[src/common/pulse_tx_pkg.sv]
/*
  Shared types for the pulse transmitter peripheral.
  Register map: word offsets 0..3 with address bit 5 clear are the
  configuration registers; address bit 5 set selects program words.
  NUM_PROG_WORDS must stay a power of two so the program index wraps.
  The prescaler sits in bits 3:0 of the prescale register.
*/
package pulse_tx_pkg;

    // Loop counter width, also the default of the module parameters
    localparam int LOOP_COUNT_WIDTH = 8;

    // Program store geometry
    localparam int NUM_PROG_WORDS = 8;
    localparam int MEM_ADDR_WIDTH = $clog2(NUM_PROG_WORDS);

    typedef logic [7:0]                  prog_index_t;
    typedef logic [LOOP_COUNT_WIDTH-1:0] loop_count_t;
    typedef logic [7:0]                  duration_t;
    typedef logic [3:0]                  prescale_t;
    // Bit 1 is the level, bit 0 picks duration a or b
    typedef logic [1:0]                  symbol_code_t;
    // Bit 0 symbol done, bit 1 loop taken, bit 2 program end
    typedef logic [2:0]                  irq_vec_t;
    typedef logic [31:0]                 bus_word_t;
    typedef logic [MEM_ADDR_WIDTH-1:0]   mem_addr_t;

    // Word offsets, compared against address bits 4:2
    localparam logic [2:0] REG_CTRL     = 3'd0;
    localparam logic [2:0] REG_PROG     = 3'd1;
    localparam logic [2:0] REG_DUR      = 3'd2;
    localparam logic [2:0] REG_PRESCALE = 3'd3;

    // Control register command bits
    localparam int CTRL_START_BIT = 4;
    localparam int CTRL_STOP_BIT  = 5;

    // Configuration as seen by the sequencer
    typedef struct packed {
        irq_vec_t     irq_en;
        logic         loop_forever;
        logic         idle_level;
        logic         invert_output;
        logic         use_2bpe;
        // 1bpe symbol maps, per program bit value and phase
        symbol_code_t low_sym0;
        symbol_code_t low_sym1;
        symbol_code_t high_sym0;
        symbol_code_t high_sym1;
        prog_index_t  start_idx;
        prog_index_t  end_idx;
        prog_index_t  loop_idx;
        loop_count_t  loop_count;
        duration_t    dur_low_a;
        duration_t    dur_low_b;
        duration_t    dur_high_a;
        duration_t    dur_high_b;
        prescale_t    prescale;
    } tx_cfg_t;

    // One decoded symbol, ready for the timer
    typedef struct packed {
        logic      level;
        duration_t duration;
        prescale_t prescale;
    } symbol_t;

    // Single-cycle pulses, ordered to line up with irq_vec_t
    typedef struct packed {
        logic program_end;
        logic loop_taken;
        logic symbol_done;
    } seq_event_t;

endpackage
[src/verilog/pulse_tx_top.sv]
/*
  Pulse transmitter peripheral on the simple processor bus.
  Writes: data_write_n 10 is 32 bits, 00 is 8 bits, 11 is idle.
  Reads complete in the same cycle and ignore the address.
  uo_out[2] is active, uo_out[7:4] carry the transmit output.
*/
module pulse_tx_top
    import pulse_tx_pkg::*;
#(
    parameter int LOOP_COUNT_WIDTH = 8
) (
    input  logic       clk,
    input  logic       rst_n,
    input  logic [5:0] address,
    input  bus_word_t  data_in,
    input  logic [1:0] data_write_n,
    input  logic [1:0] data_read_n,
    output bus_word_t  data_out,
    output logic       data_ready,
    output logic [7:0] uo_out,
    output logic       user_interrupt
);

    tx_cfg_t     cfg;
    logic        running;
    bus_word_t   rd_word;
    logic        mem_we;
    mem_addr_t   mem_waddr;
    bus_word_t   mem_wdata;
    mem_addr_t   mem_raddr;
    bus_word_t   mem_rdata;
    seq_event_t  events;
    prog_index_t pc;
    loop_count_t loop_count;
    logic        tx_out;
    logic        active;

    pulse_tx_regs u_regs (
        .clk            (clk),
        .rst_n          (rst_n),
        .address        (address),
        .data_in        (data_in),
        .data_write_n   (data_write_n),
        .events         (events),
        .pc             (pc),
        .loop_count     (loop_count),
        .cfg            (cfg),
        .running        (running),
        .irq_flags      (),
        .user_interrupt (user_interrupt),
        .data_out       (rd_word),
        .mem_we         (mem_we),
        .mem_waddr      (mem_waddr),
        .mem_wdata      (mem_wdata)
    );

    symbol_memory u_memory (
        .clk       (clk),
        .rst_n     (rst_n),
        .mem_we    (mem_we),
        .mem_waddr (mem_waddr),
        .mem_wdata (mem_wdata),
        .mem_raddr (mem_raddr),
        .mem_rdata (mem_rdata)
    );

    pulse_sequencer #(
        .LOOP_COUNT_WIDTH (LOOP_COUNT_WIDTH)
    ) u_sequencer (
        .clk        (clk),
        .rst_n      (rst_n),
        .cfg        (cfg),
        .running    (running),
        .mem_rdata  (mem_rdata),
        .mem_raddr  (mem_raddr),
        .events     (events),
        .pc         (pc),
        .loop_count (loop_count),
        .tx_out     (tx_out),
        .active     (active)
    );

    // Read word only driven while the read strobe is present
    assign data_out   = (data_read_n != 2'b11) ? rd_word : '0;
    assign data_ready = 1'b1;

    assign uo_out = {{4{tx_out}}, 1'b0, active, 2'b00};

endmodule

[src/verilog/pulse_tx_regs.sv]
/*
  Bus register file of the pulse transmitter.
  8-bit writes reach only control bits 7:0 (flag clear, start, stop).
  Config and program writes need a 32-bit access.
  Start while running does not restart; stop wins over start.
  Program-word writes are only decoded here, the memory registers them.
*/
module pulse_tx_regs
    import pulse_tx_pkg::*;
(
    input  logic        clk,
    input  logic        rst_n,
    input  logic [5:0]  address,
    input  bus_word_t   data_in,
    input  logic [1:0]  data_write_n,
    input  seq_event_t  events,
    input  prog_index_t pc,
    input  loop_count_t loop_count,
    output tx_cfg_t     cfg,
    output logic        running,
    output irq_vec_t    irq_flags,
    output logic        user_interrupt,
    output bus_word_t   data_out,
    output logic        mem_we,
    output mem_addr_t   mem_waddr,
    output bus_word_t   mem_wdata
);

    logic     wr_word;
    logic     wr_any;
    logic     reg_sel;
    logic     ctrl_wr;
    irq_vec_t flag_clr;
    irq_vec_t flag_set;

    assign wr_word = (data_write_n == 2'b10);
    assign wr_any  = wr_word || (data_write_n == 2'b00);
    // Address bit 5 low selects the register bank
    assign reg_sel = !address[5];
    assign ctrl_wr = wr_any && reg_sel && (address[4:2] == REG_CTRL);

    // Write one to clear, bit 3 has no flag behind it
    assign flag_clr = ctrl_wr ? data_in[2:0] : '0;
    assign flag_set = irq_vec_t'(events) & cfg.irq_en;

    // Configuration registers
    always_ff @(posedge clk) begin
        if (!rst_n) begin
            cfg <= '0;
        end else if (wr_word && reg_sel) begin
            case (address[4:2])
                REG_CTRL: begin
                    cfg.irq_en        <= data_in[10:8];
                    cfg.loop_forever  <= data_in[12];
                    cfg.idle_level    <= data_in[13];
                    cfg.invert_output <= data_in[14];
                    cfg.use_2bpe      <= data_in[17];
                    cfg.low_sym0      <= data_in[19:18];
                    cfg.low_sym1      <= data_in[21:20];
                    cfg.high_sym0     <= data_in[23:22];
                    cfg.high_sym1     <= data_in[25:24];
                end
                REG_PROG:
                    {cfg.loop_count, cfg.loop_idx, cfg.end_idx, cfg.start_idx} <= data_in;
                REG_DUR:
                    {cfg.dur_high_b, cfg.dur_high_a, cfg.dur_low_b, cfg.dur_low_a} <= data_in;
                REG_PRESCALE:
                    cfg.prescale <= data_in[3:0];
                default: begin
                end
            endcase
        end
    end

    // Run state and sticky flags
    always_ff @(posedge clk) begin
        if (!rst_n) begin
            running   <= 1'b0;
            irq_flags <= '0;
        end else begin
            irq_flags <= (irq_flags & ~flag_clr) | flag_set;
            if (ctrl_wr && data_in[CTRL_STOP_BIT]) begin
                running <= 1'b0;
            end else if (ctrl_wr && data_in[CTRL_START_BIT]) begin
                running <= 1'b1;
            end else if (events.program_end) begin
                running <= 1'b0;
            end
        end
    end

    assign user_interrupt = |irq_flags;

    // Program words go straight to the memory capture stage
    assign mem_we    = wr_word && address[5];
    assign mem_waddr = address[2 +: MEM_ADDR_WIDTH];
    assign mem_wdata = data_in;

    // Status word, same for every address
    assign data_out = {8'h00, pc, loop_count, 3'b000, running, 1'b0, irq_flags};

endmodule

[src/verilog/symbol_memory.sv]
/*
  Eight-word program store.
  A write is captured on the bus write edge and stored one edge later,
  so the word reads back two cycles after the write.
  Read is asynchronous; contents are undefined until written.
*/
module symbol_memory
    import pulse_tx_pkg::*;
(
    input  logic      clk,
    input  logic      rst_n,
    input  logic      mem_we,
    input  mem_addr_t mem_waddr,
    input  bus_word_t mem_wdata,
    input  mem_addr_t mem_raddr,
    output bus_word_t mem_rdata
);

    logic      we_q;
    mem_addr_t waddr_q;
    bus_word_t wdata_q;
    bus_word_t words [NUM_PROG_WORDS];

    // Capture stage strobe
    always_ff @(posedge clk) begin
        if (!rst_n) begin
            we_q <= 1'b0;
        end else begin
            we_q <= mem_we;
        end
    end

    // Capture stage payload
    always_ff @(posedge clk) begin
        if (mem_we) begin
            waddr_q <= mem_waddr;
            wdata_q <= mem_wdata;
        end
    end

    // Store stage
    always_ff @(posedge clk) begin
        if (we_q) begin
            words[waddr_q] <= wdata_q;
        end
    end

    assign mem_rdata = words[mem_raddr];

endmodule

[src/sequencer/pulse_sequencer.sv]
/*
  Walks the program between start and end index and plays each symbol.
  Counters reload in the first running cycle, so the final program
  counter and loop counter stay readable after the program ends.
  Two more fetch cycles follow, then active rises.
  2bpe mode expects even indices; an odd end index is never reached.
*/
module pulse_sequencer
    import pulse_tx_pkg::*;
#(
    parameter int LOOP_COUNT_WIDTH = 8
) (
    input  logic        clk,
    input  logic        rst_n,
    input  tx_cfg_t     cfg,
    input  logic        running,
    input  bus_word_t   mem_rdata,
    output mem_addr_t   mem_raddr,
    output seq_event_t  events,
    output prog_index_t pc,
    output loop_count_t loop_count,
    output logic        tx_out,
    output logic        active
);

    logic [1:0]                  start_cnt;
    logic                        phase;
    logic                        eop;
    logic                        level_q;
    logic [LOOP_COUNT_WIDTH-1:0] loop_cnt;
    symbol_t                     symbol;
    logic                        first_load;
    logic                        request;
    logic                        done;
    logic                        step;
    logic                        at_end;
    logic                        do_loop;

    // Start delay, 0 reloads, 1 and 2 fetch, 3 plays
    always_ff @(posedge clk) begin
        if (!rst_n) begin
            start_cnt <= 2'd0;
        end else if (!running) begin
            start_cnt <= 2'd0;
        end else if (start_cnt != 2'd3) begin
            start_cnt <= start_cnt + 2'd1;
        end
    end

    assign first_load = running && (start_cnt == 2'd2);
    assign active     = running && (start_cnt == 2'd3);

    // No more steps once the last symbol is loaded
    assign step = request && !eop;
    // End index counts only after both phases in 1bpe mode
    assign at_end  = (pc == cfg.end_idx) && (cfg.use_2bpe || phase);
    assign do_loop = cfg.loop_forever || (loop_cnt != '0);

    always_ff @(posedge clk) begin
        if (!rst_n) begin
            pc       <= '0;
            phase    <= 1'b0;
            loop_cnt <= '0;
            eop      <= 1'b0;
        end else if (running && (start_cnt == 2'd0)) begin
            pc       <= cfg.start_idx;
            phase    <= 1'b0;
            loop_cnt <= LOOP_COUNT_WIDTH'(cfg.loop_count);
            eop      <= 1'b0;
        end else if (step) begin
            // Phase is ignored by the decoder in 2bpe mode
            phase <= !phase;
            if (at_end) begin
                if (do_loop) begin
                    pc <= cfg.loop_idx;
                    // Forever mode leaves the count alone
                    if (!cfg.loop_forever) begin
                        loop_cnt <= loop_cnt - 1'b1;
                    end
                end else begin
                    eop <= 1'b1;
                end
            end else if (cfg.use_2bpe) begin
                pc <= pc + 8'd2;
            end else if (phase) begin
                pc <= pc + 8'd1;
            end
        end
    end

    // Level of the symbol entering the timer
    always_ff @(posedge clk) begin
        if (step) begin
            level_q <= symbol.level;
        end
    end

    symbol_decoder u_decoder (
        .cfg       (cfg),
        .pc        (pc),
        .phase     (phase),
        .mem_rdata (mem_rdata),
        .symbol    (symbol)
    );

    symbol_timer u_timer (
        .clk     (clk),
        .rst_n   (rst_n),
        .enable  (active),
        .load    (first_load),
        .symbol  (symbol),
        .request (request),
        .done    (done)
    );

    assign mem_raddr  = pc[5 +: MEM_ADDR_WIDTH];
    assign loop_count = loop_count_t'(loop_cnt);

    // Program end lands in the last cycle of the last symbol
    assign events.symbol_done = done;
    assign events.loop_taken  = step && at_end && do_loop;
    assign events.program_end = done && eop;

    // Idle level outside a program, inversion on both
    assign tx_out = (active ? level_q : cfg.idle_level) ^ cfg.invert_output;

endmodule

[src/sequencer/symbol_timer.sv]
/*
  Prescaled countdown for one symbol.
  A symbol lasts (duration+1)*(prescale+1) enabled cycles.
  load starts the first symbol; each expiry reloads from the next one,
  so request pulses on both and done only on expiry.
*/
module symbol_timer
    import pulse_tx_pkg::*;
(
    input  logic    clk,
    input  logic    rst_n,
    input  logic    enable,
    input  logic    load,
    input  symbol_t symbol,
    output logic    request,
    output logic    done
);

    prescale_t pre_cnt;
    prescale_t pre_reload;
    duration_t dur_cnt;

    always_ff @(posedge clk) begin
        if (!rst_n) begin
            pre_cnt    <= '0;
            pre_reload <= '0;
            dur_cnt    <= '0;
        end else if (request) begin
            pre_cnt    <= symbol.prescale;
            pre_reload <= symbol.prescale;
            dur_cnt    <= symbol.duration;
        end else if (enable) begin
            // One duration tick per prescaler wrap
            if (pre_cnt == '0) begin
                pre_cnt <= pre_reload;
                dur_cnt <= dur_cnt - 1'b1;
            end else begin
                pre_cnt <= pre_cnt - 1'b1;
            end
        end
    end

    assign done    = enable && (pre_cnt == '0) && (dur_cnt == '0);
    assign request = load || done;

endmodule

[src/sequencer/symbol_decoder.sv]
/*
  Turns the element at the program counter into a timed symbol.
  pc bits 4:1 pick the bit pair inside the fetched word.
  In 1bpe mode pc bit 0 picks one bit of that pair, which is expanded
  into two codes through the symbol maps, one per phase.
*/
module symbol_decoder
    import pulse_tx_pkg::*;
(
    input  tx_cfg_t     cfg,
    input  prog_index_t pc,
    input  logic        phase,
    input  bus_word_t   mem_rdata,
    output symbol_t     symbol
);

    symbol_code_t pair;
    logic         bit_val;
    symbol_code_t code;

    always_comb begin
        pair    = mem_rdata[{pc[4:1], 1'b0} +: 2];
        bit_val = pair[pc[0]];

        if (cfg.use_2bpe) begin
            code = pair;
        end else if (bit_val) begin
            code = phase ? cfg.high_sym1 : cfg.high_sym0;
        end else begin
            code = phase ? cfg.low_sym1 : cfg.low_sym0;
        end

        symbol.level    = code[1];
        symbol.prescale = cfg.prescale;
        // Level and a/b select pick one of four durations
        case (code)
            2'd0:    symbol.duration = cfg.dur_low_a;
            2'd1:    symbol.duration = cfg.dur_low_b;
            2'd2:    symbol.duration = cfg.dur_high_a;
            default: symbol.duration = cfg.dur_high_b;
        endcase
    end

endmodule

[config.mk]
export PLATFORM = sky130hd
export DESIGN_NAME = pulse_tx_top
export DESIGN_NICKNAME = d
export VERILOG_FILES = /design/src/common/pulse_tx_pkg.sv /design/src/verilog/pulse_tx_top.sv /design/src/verilog/pulse_tx_regs.sv /design/src/verilog/symbol_memory.sv /design/src/sequencer/pulse_sequencer.sv /design/src/sequencer/symbol_timer.sv /design/src/sequencer/symbol_decoder.sv
export SDC_FILE = /design/constraint.sdc
export NUM_CORES = 1
export LEC_CHECK = 0
export ABC_AREA = 1
export ABC_CLOCK_PERIOD_IN_PS = 5000
export BUFFER_PORTS_ARGS = -buffer_cell sky130_fd_sc_hd__buf_2
export CAP_MARGIN = 40
export CELL_PAD_IN_SITES_DETAIL_PLACEMENT = 1
export CELL_PAD_IN_SITES_GLOBAL_PLACEMENT = 2
export CORE_MARGIN = 2
export CORE_UTILIZATION = 41
export CTS_CLUSTER_SIZE = 10
export DETAILED_ROUTE_END_ITERATION = 8
export PLACE_DENSITY = 0.9
export SLEW_MARGIN = 5
export SYNTH_ARGS = -nofsm -noshare
export SYNTH_HDL_FRONTEND = slang
export SYNTH_HIERARCHICAL = 1
export SYNTH_SLANG_ARGS = --single-unit
[constraint.sdc]
create_clock -name clk -period 5 [get_ports clk]
set_input_delay 0.25 -clock clk [delete_from_list [all_inputs] [get_ports clk]]
set_output_delay 0.25 -clock clk [all_outputs]
set_load 0.005 [all_outputs]
==> results of run 1 <==
[area by class of cell]
class | count | area share [%]
inverter | 433 | 7.11
multi-input combinational | 1489 | 29.7
timing repair buffer | 131 | 4.23
clock inverter | 4 | 0.223
sequential | 416 | 48.9
clock buffer | 85 | 6.10
antenna | 1 | 0.0109
tap | 672 | 3.66
[per-stage QoR]
step           worst slack (ns)  cells  power [W]  hold WS [ns]
2_1_floorplan              2.59   2522    0.00398         0.348
3_3_place_gp               1.41   3103    0.00404         0.446
3_5_place_dp               1.34   3107    0.00405         0.446
4_1_cts                    1.30   3230    0.00737        0.0404
5_1_grt                   0.944   3230    0.00751        0.0539
6_report                   1.31   3231    0.00730        0.0687
[repair_timing]
item	4_1_cts	5_1_grt
hold buffers	34	0
setup buffers	0	0
hold endpoints to repair	34	0
endpoints found under the setup margin	0	0
[per-layer routing]
| layer | up-vias | share of wire (%) | track usage (%) |
|---|---|---|---|
| met2 | 293 | 50 | 40.2 |
| met3 | 104 | 3.9 | 3.04 |
| met5 | - | 0 | 0 |
| li1 | 7794 | - | - |
| met4 | 0 | 2.8 | 7.52 |
| met1 | 7917 | 43 | 27.6 |
[cells in the final DEF, fill, tap and decap left out, drive strengths merged, types with 7 or more instances in the layout]
| cell type | instances |
|---|---|
| xor2 | 7 |
| inv | 434 |
| buf | 97 |
| nand2 | 749 |
| clkbuf | 85 |
| nand3b | 8 |
| nor2 | 253 |
| nor3 | 11 |
| nand4 | 23 |
| ha | 9 |
| dlygate4sd3 | 34 |
| conb | 16 |
| nand3 | 305 |
| edfxtp | 292 |
| dfxtp | 124 |
| a21oi | 62 |
| o21ai | 30 |
[worst max path at each step]
stage | end | slack (ns)
6_report | u_sequencer/u_timer/dur_cnt[7] | 1.31
5_1_grt | u_sequencer/u_timer/dur_cnt[6] | 0.94
4_1_cts | u_sequencer/u_timer/dur_cnt[7] | 1.30
3_5_place_dp | u_sequencer/u_timer/dur_cnt[6] | 1.34
3_3_place_gp | u_sequencer/u_timer/dur_cnt[7] | 1.41
2_1_floorplan | u_sequencer/u_timer/dur_cnt[7] | 2.59
[state kept, by name, indices dropped and copies added, names as in the netlist]
signal	count
u_regs/running	1
u_sequencer/phase	1
u_sequencer/pc	8
u_regs/cfg	83
u_sequencer/eop	1
u_memory/wdata_q	32
u_sequencer/u_timer/pre_cnt	4
u_memory/words	256
u_memory/we_q	1
u_sequencer/u_timer/dur_cnt	8
u_sequencer/u_timer/pre_reload	4
u_regs/irq_flags	3
u_sequencer/level_q	1
u_sequencer/loop_count	8
u_memory/waddr_q	3
u_sequencer/start_cnt	2
[power by group through the flow]
stage / Clock [W] / Sequential [W] / Combinational, W
after CTS: 0.00336 / 0.00375 / 0.000249
after global routing: 0.00348 / 0.00376 / 0.000274
after detailed placement: 0 / 0.00382 / 0.000226
after floorplan: 0 / 0.00381 / 0.000171
final: 0.00330 / 0.00375 / 0.000249
after global placement: 0 / 0.00382 / 0.000221
==> metrics.md, run 1 <==
| Metric | Value |
|---|---|
| DIE WIDTH | 230 microns |
| Largest stage delay, worst path | 0.49 ns |
| RSZ-0062 raised after global routing | no |
| Layout Skew | 0.0267 ns |
| Worst Tran Pin Value | 0.801 ns |
| Placed inst area | 0.0212 sq mm |
| Crit path max-delay family | simple AND/OR/NAND/NOR gates |
| Antenna viol nets, final | 0 |
| Hold_sp | address[3] |
| Starting Density | 41.6% |
| Drt pass-1 iters | 5 |
| Clock-pin slew on the worst setup and hold paths | 0.06 ns |
| Slew Limit Fails | 0 |
| Hold Path End | u_memory/waddr_q[1] |
| Crit path max-delay cell type | clkinv_2 |
| Switching share of power | 22.1% |
| Max-Cap Viols | 0 |
| Largest fanout on the critical path | 38 |
| Reg-to-reg slack, setup | 1.31 ns |
| P&R area growth vs syn | 9.65% |
| Port buffer count | 67 |
| Root Buffer | clkbuf_16 |
| TritonCTS Buffers | 49 |
| P_leak | 10.3 nW |
| Footprint of the multi-input gates | 0.00684 sq mm |
| DR DRC count | 0 |
| HP Class | in -> reg |
| Combinational share of power | 3.4% |
| Crit path kind | reg -> reg |
| Critical path buffers and inverters | 3 |
| Largest net degree at the start of global routing | 134 |
| Initial antenna violation count | 0 |
| Congestion Overflow GR | 0 |
| Core Footprint | 0.0504 sq mm |
| Vias in the first global route | 16700 |
| Setup TNS | 0 ns |
| Worst EP required | 5.47 ns |
| YS warnings | 6 |
| Global-route wire length before repair | 92300 microns |
| H-tree depth | 2 |
| Clock Latency Late Sink | 0.59 ns |
| Final instance area | 0.0230 sq mm |
| RR Startpoint | u_sequencer/pc[5] |
| IO Pins | 86 |
| Crit path time final | 3.69 ns |
| Levels on crit path | 22 |
| DR WL/cell | 18.3 microns |
| Hold Path Stages | 1 |
| Worst reg2reg endpoint | u_sequencer/u_timer/dur_cnt[7] |
| Crit-path most repeated cell | nand2_1 |
| DRT iter0 DRCs | 949 |
| DIE AREA | 0.0530 sq mm |
| Share of layout cells above drive strength 1 | 10.7% |
| Tcrit/Tclk final | 73.8% |
| Vias | 16100 |
| Worst slew margin | 46.5% |
| Avg Vias per Cell | 4.99 |
| Avg Inst Size Synth | 8.36 sq um |
| Filler Cell Count | 5991 |
| Num Clock Sinks | 416 |
| Clock power frac | 45.2% |
| Netlist Area Pre-Place | 0.0210 sq mm |
| P_sw | 0.00161 W |
| R2r worst-path depth | 22 |
| VDD IR max | 230 uV |
| GPL Wtd Cong | 0.830 |
| Fmax | 0.271 GHz |
| Worst EP arrival | 4.16 ns |
| Die height | 230 microns |
| Clk buf depth | 3 |
| CP cell instances | clkinv_2 > buf_4 > nand2_1 > nand3_1 > nand2_1 > nand2_1 > nand2_1 > inv_1 > nand2_1 > nand3_1 > nand3_1 > nand3_2 > nand3_4 > nand3_1 > nand3_1 > nand2_1 > nand3_1 > nand4_1 > nand2_1 > nand2_1 > nor2_1 > nor2_1 |
| Total track usage | 22.4% |
| Cell row count | 82 |
| Pwr/cell area | 317 mW/mm^2 |
| Crit path launch type | flop |
| Post-detail-place hpwl | 37800 microns |
| Final core utilization | 45.7% |
| Status | finished clean |
| CP Launch Point | u_sequencer/pc[5] |
| Count of final setup violators | 0 |
| Reg power frac | 51.4% |
| Syn Inst Count | 2509 |
| CTS resizes | 0 |
| Internal Dissipation | 0.00569 W |
| Fin. Hold Viols | 0 |
| CTS tree | done |
| Storage element area | 0.0113 sq mm |
| Critical Path Sink Type | flop |
| Total Wirelength | 59100 microns |
| # nets final | 2573 |
No activity file was read; power rests on OpenSTA's default activity.
==> inputs of run 2 (changes only) <==
Settings changed: ABC_CLOCK_PERIOD_IN_PS 5000 to 3700, CORE_UTILIZATION 41 to 38, PLACE_DENSITY 0.9 to 0.84.
Clock period 5 ns to 3.7 ns, I/O delays scaled along.
==> run 2 against run 1 <==
- via count decreased by 0.87%
- fmax up 14%
- clock-buffer cell count down 8
- non-clock buffer count up 12
- critical path type unchanged
==> metrics.md, run 2 (synthesis gave the netlist of run 1 again) <==
| Metric | Value |
|---|---|
| Clk buf depth | 3 |
| Worst Tran Pin Value | 0.816 ns |
| Biggest regs | u_memory/words (256), u_regs/cfg (83), u_memory/wdata_q (32) |
| Filler Cell Count | 6551 |
| Post-detail-place hpwl | 39200 microns |
| # nets final | 2585 |
| Crit-path most repeated cell | nand2_1 |
| Cell row count | 86 |
| Count of final setup violators | 0 |
| Tcrit/Tclk final | 87.5% |
| Vias in the first global route | 16700 |
| Core Footprint | 0.0549 sq mm |
| DIE WIDTH | 239 microns |
| DR WL/cell | 18.5 microns |
| Starting Density | 38.2% |
| Vias | 16000 |
| Initial antenna violation count | 1 |
| Crit path max-delay cell type | buf_12 |
| Congestion Overflow GR | 0 |
| Total track usage | 21.5% |
| Root Buffer | clkbuf_16 |
| Crit path max-delay family | simple AND/OR/NAND/NOR gates |
| CTS tree | done |
| Total Wirelength | 60600 microns |
| Share of layout cells above drive strength 1 | 11.0% |
| Layout Skew | 0.0204 ns |
| Crit path kind | reg -> reg |
| Max-Cap Viols | 0 |
| P_leak | 10.3 nW |
| CTS resizes | 0 |
| Port buffer count | 67 |
| VDD IR max | 363 uV |
| Fmax | 0.309 GHz |
| Fin. Hold Viols | 0 |
| Hold bufs inserted after CTS | 36 |
| Setup repair bufs after CTS | 0 |
| Final Power | 0.00980 W |
| Status | finished clean |
| Commonest cells after routing, fill and taps aside | nand2_1, inv_1, edfxtp_1 |
| CP cell instances | buf_12 > nand2_1 > nand3_1 > nand2_1 > nand2_1 > nand2_1 > inv_1 > nand2_1 > nand3_1 > nand3_1 > nand3_2 > nand3_2 > nand2_4 > nand2_1 > nand3_1 > nand2_1 > nand3_1 > nand4_1 > nand2_1 > nand2_1 > nor2_1 > nor2_1 |
| Slew Limit Fails | 0 |
| H-tree depth | 2 |
| Worst EP arrival | 3.71 ns |
| Clock Latency Late Sink | 0.59 ns |
| Global-route wire length before repair | 93900 microns |
| Largest fanout on the critical path | 100 |
| Final core utilization | 42.0% |
| Worst EP required | 4.17 ns |
| Largest net degree at the start of global routing | 101 |
| TritonCTS Buffers | 49 |
| IO Pins | 86 |
| Largest register FFs | 256 |
| Num Clock Sinks | 416 |
| Commonest non-fill, non-tap cell in the layout | nand2_1 |
| HP Class | in -> reg |
| Critical Path Sink Type | flop |
| Footprint of the multi-input gates | 0.00684 sq mm |
| DIE AREA | 0.0571 sq mm |
| Crit path launch type | flop |
| P&R area growth vs syn | 9.96% |
| DRT iter0 DRCs | 841 |
| Worst slew margin | 45.5% |
| RSZ-0062 raised after global routing | no |
| GPL Wtd Cong | 0.806 |
| DR DRC count | 0 |
| Pwr/cell area | 425 mW/mm^2 |
| Crit path time final | 3.24 ns |
| Largest Register | u_memory/words |
| Storage element area | 0.0113 sq mm |
| Antenna viol nets, final | 0 |
| Clock-pin slew on the worst setup and hold paths | 0.06 ns |
| Drt pass-1 iters | 7 |
| Setup TNS | 0 ns |
| Die height | 239 microns |
| Largest stage delay, worst path | 0.39 ns |
| Avg Vias per Cell | 4.88 |
| Critical path buffers and inverters | 2 |
==> run 2: changes by cell type in the layout (fill, tap and decap cells not counted), sizes merged <==
cell,previous run,this run
clkbuf,85,77
clkinv,3,7
buf,97,107
inv,434,432
dlygate4sd3,34,36
==> run 2: worst reg2reg max path: cells and delay by family (launching register included) <==
family / cells / cell delay, ns
AND/OR/NAND/NOR: 20 / 2.30
flip-flops: 1 / 0.37
buffers and inverters: 2 / 0.45
==> run 2: final cells by class <==
| type | instances | share of cell area [%] |
|---|---|---|
| antenna | 1 | 0.0109 |
| clock buffer | 77 | 5.91 |
| clock inverter | 6 | 0.233 |
| inverter | 433 | 7.09 |
| multi-input combinational | 1489 | 29.6 |
| sequential | 416 | 48.8 |
| tap | 704 | 3.82 |
| timing repair buffer | 143 | 4.49 |
==> run 2: per-stage QoR <==
step	hold slack, ns	instances	cell area [sq um]	setup slack, ns
6_report	0.0479	3269	23100	0.463
5_1_grt	0.0458	3268	23100	0.0864
4_1_cts	0.0223	3268	23100	0.460
3_5_place_dp	0.378	3149	21300	0.491
3_3_place_gp	0.379	3148	21300	0.575
2_1_floorplan	0.283	2522	21000	1.29
==> run 2: routing by layer <==
layer	GRT usage [%]	routed length [microns]
met1	26.0	25800
met4	6.27	1550
met3	3.15	2130
met5	0	0
met2	39.5	31100
==> run 2: final timing paths <==
path	start	endpoint	slack (ns)	cells past startpoint
hold reg to reg	u_regs/cfg[21]	u_regs/cfg[21]	0.47	2
hold / removal	data_write_n[0]	u_regs/irq_flags[0]	0.05	5
setup reg to reg	u_sequencer/pc[5]	u_sequencer/u_timer/dur_cnt[7]	0.46	22
setup / recovery	u_sequencer/pc[5]	u_sequencer/u_timer/dur_cnt[7]	0.46	22
==> run 2: power by group <==
group	switching [W]	internal (W)	total, W
clock	0.00188	0.00251	0.00439
combinational	0.000244	0.0000996	0.000343
sequential	0.0000476	0.00502	0.00507
total	0.00217	0.00763	0.00980
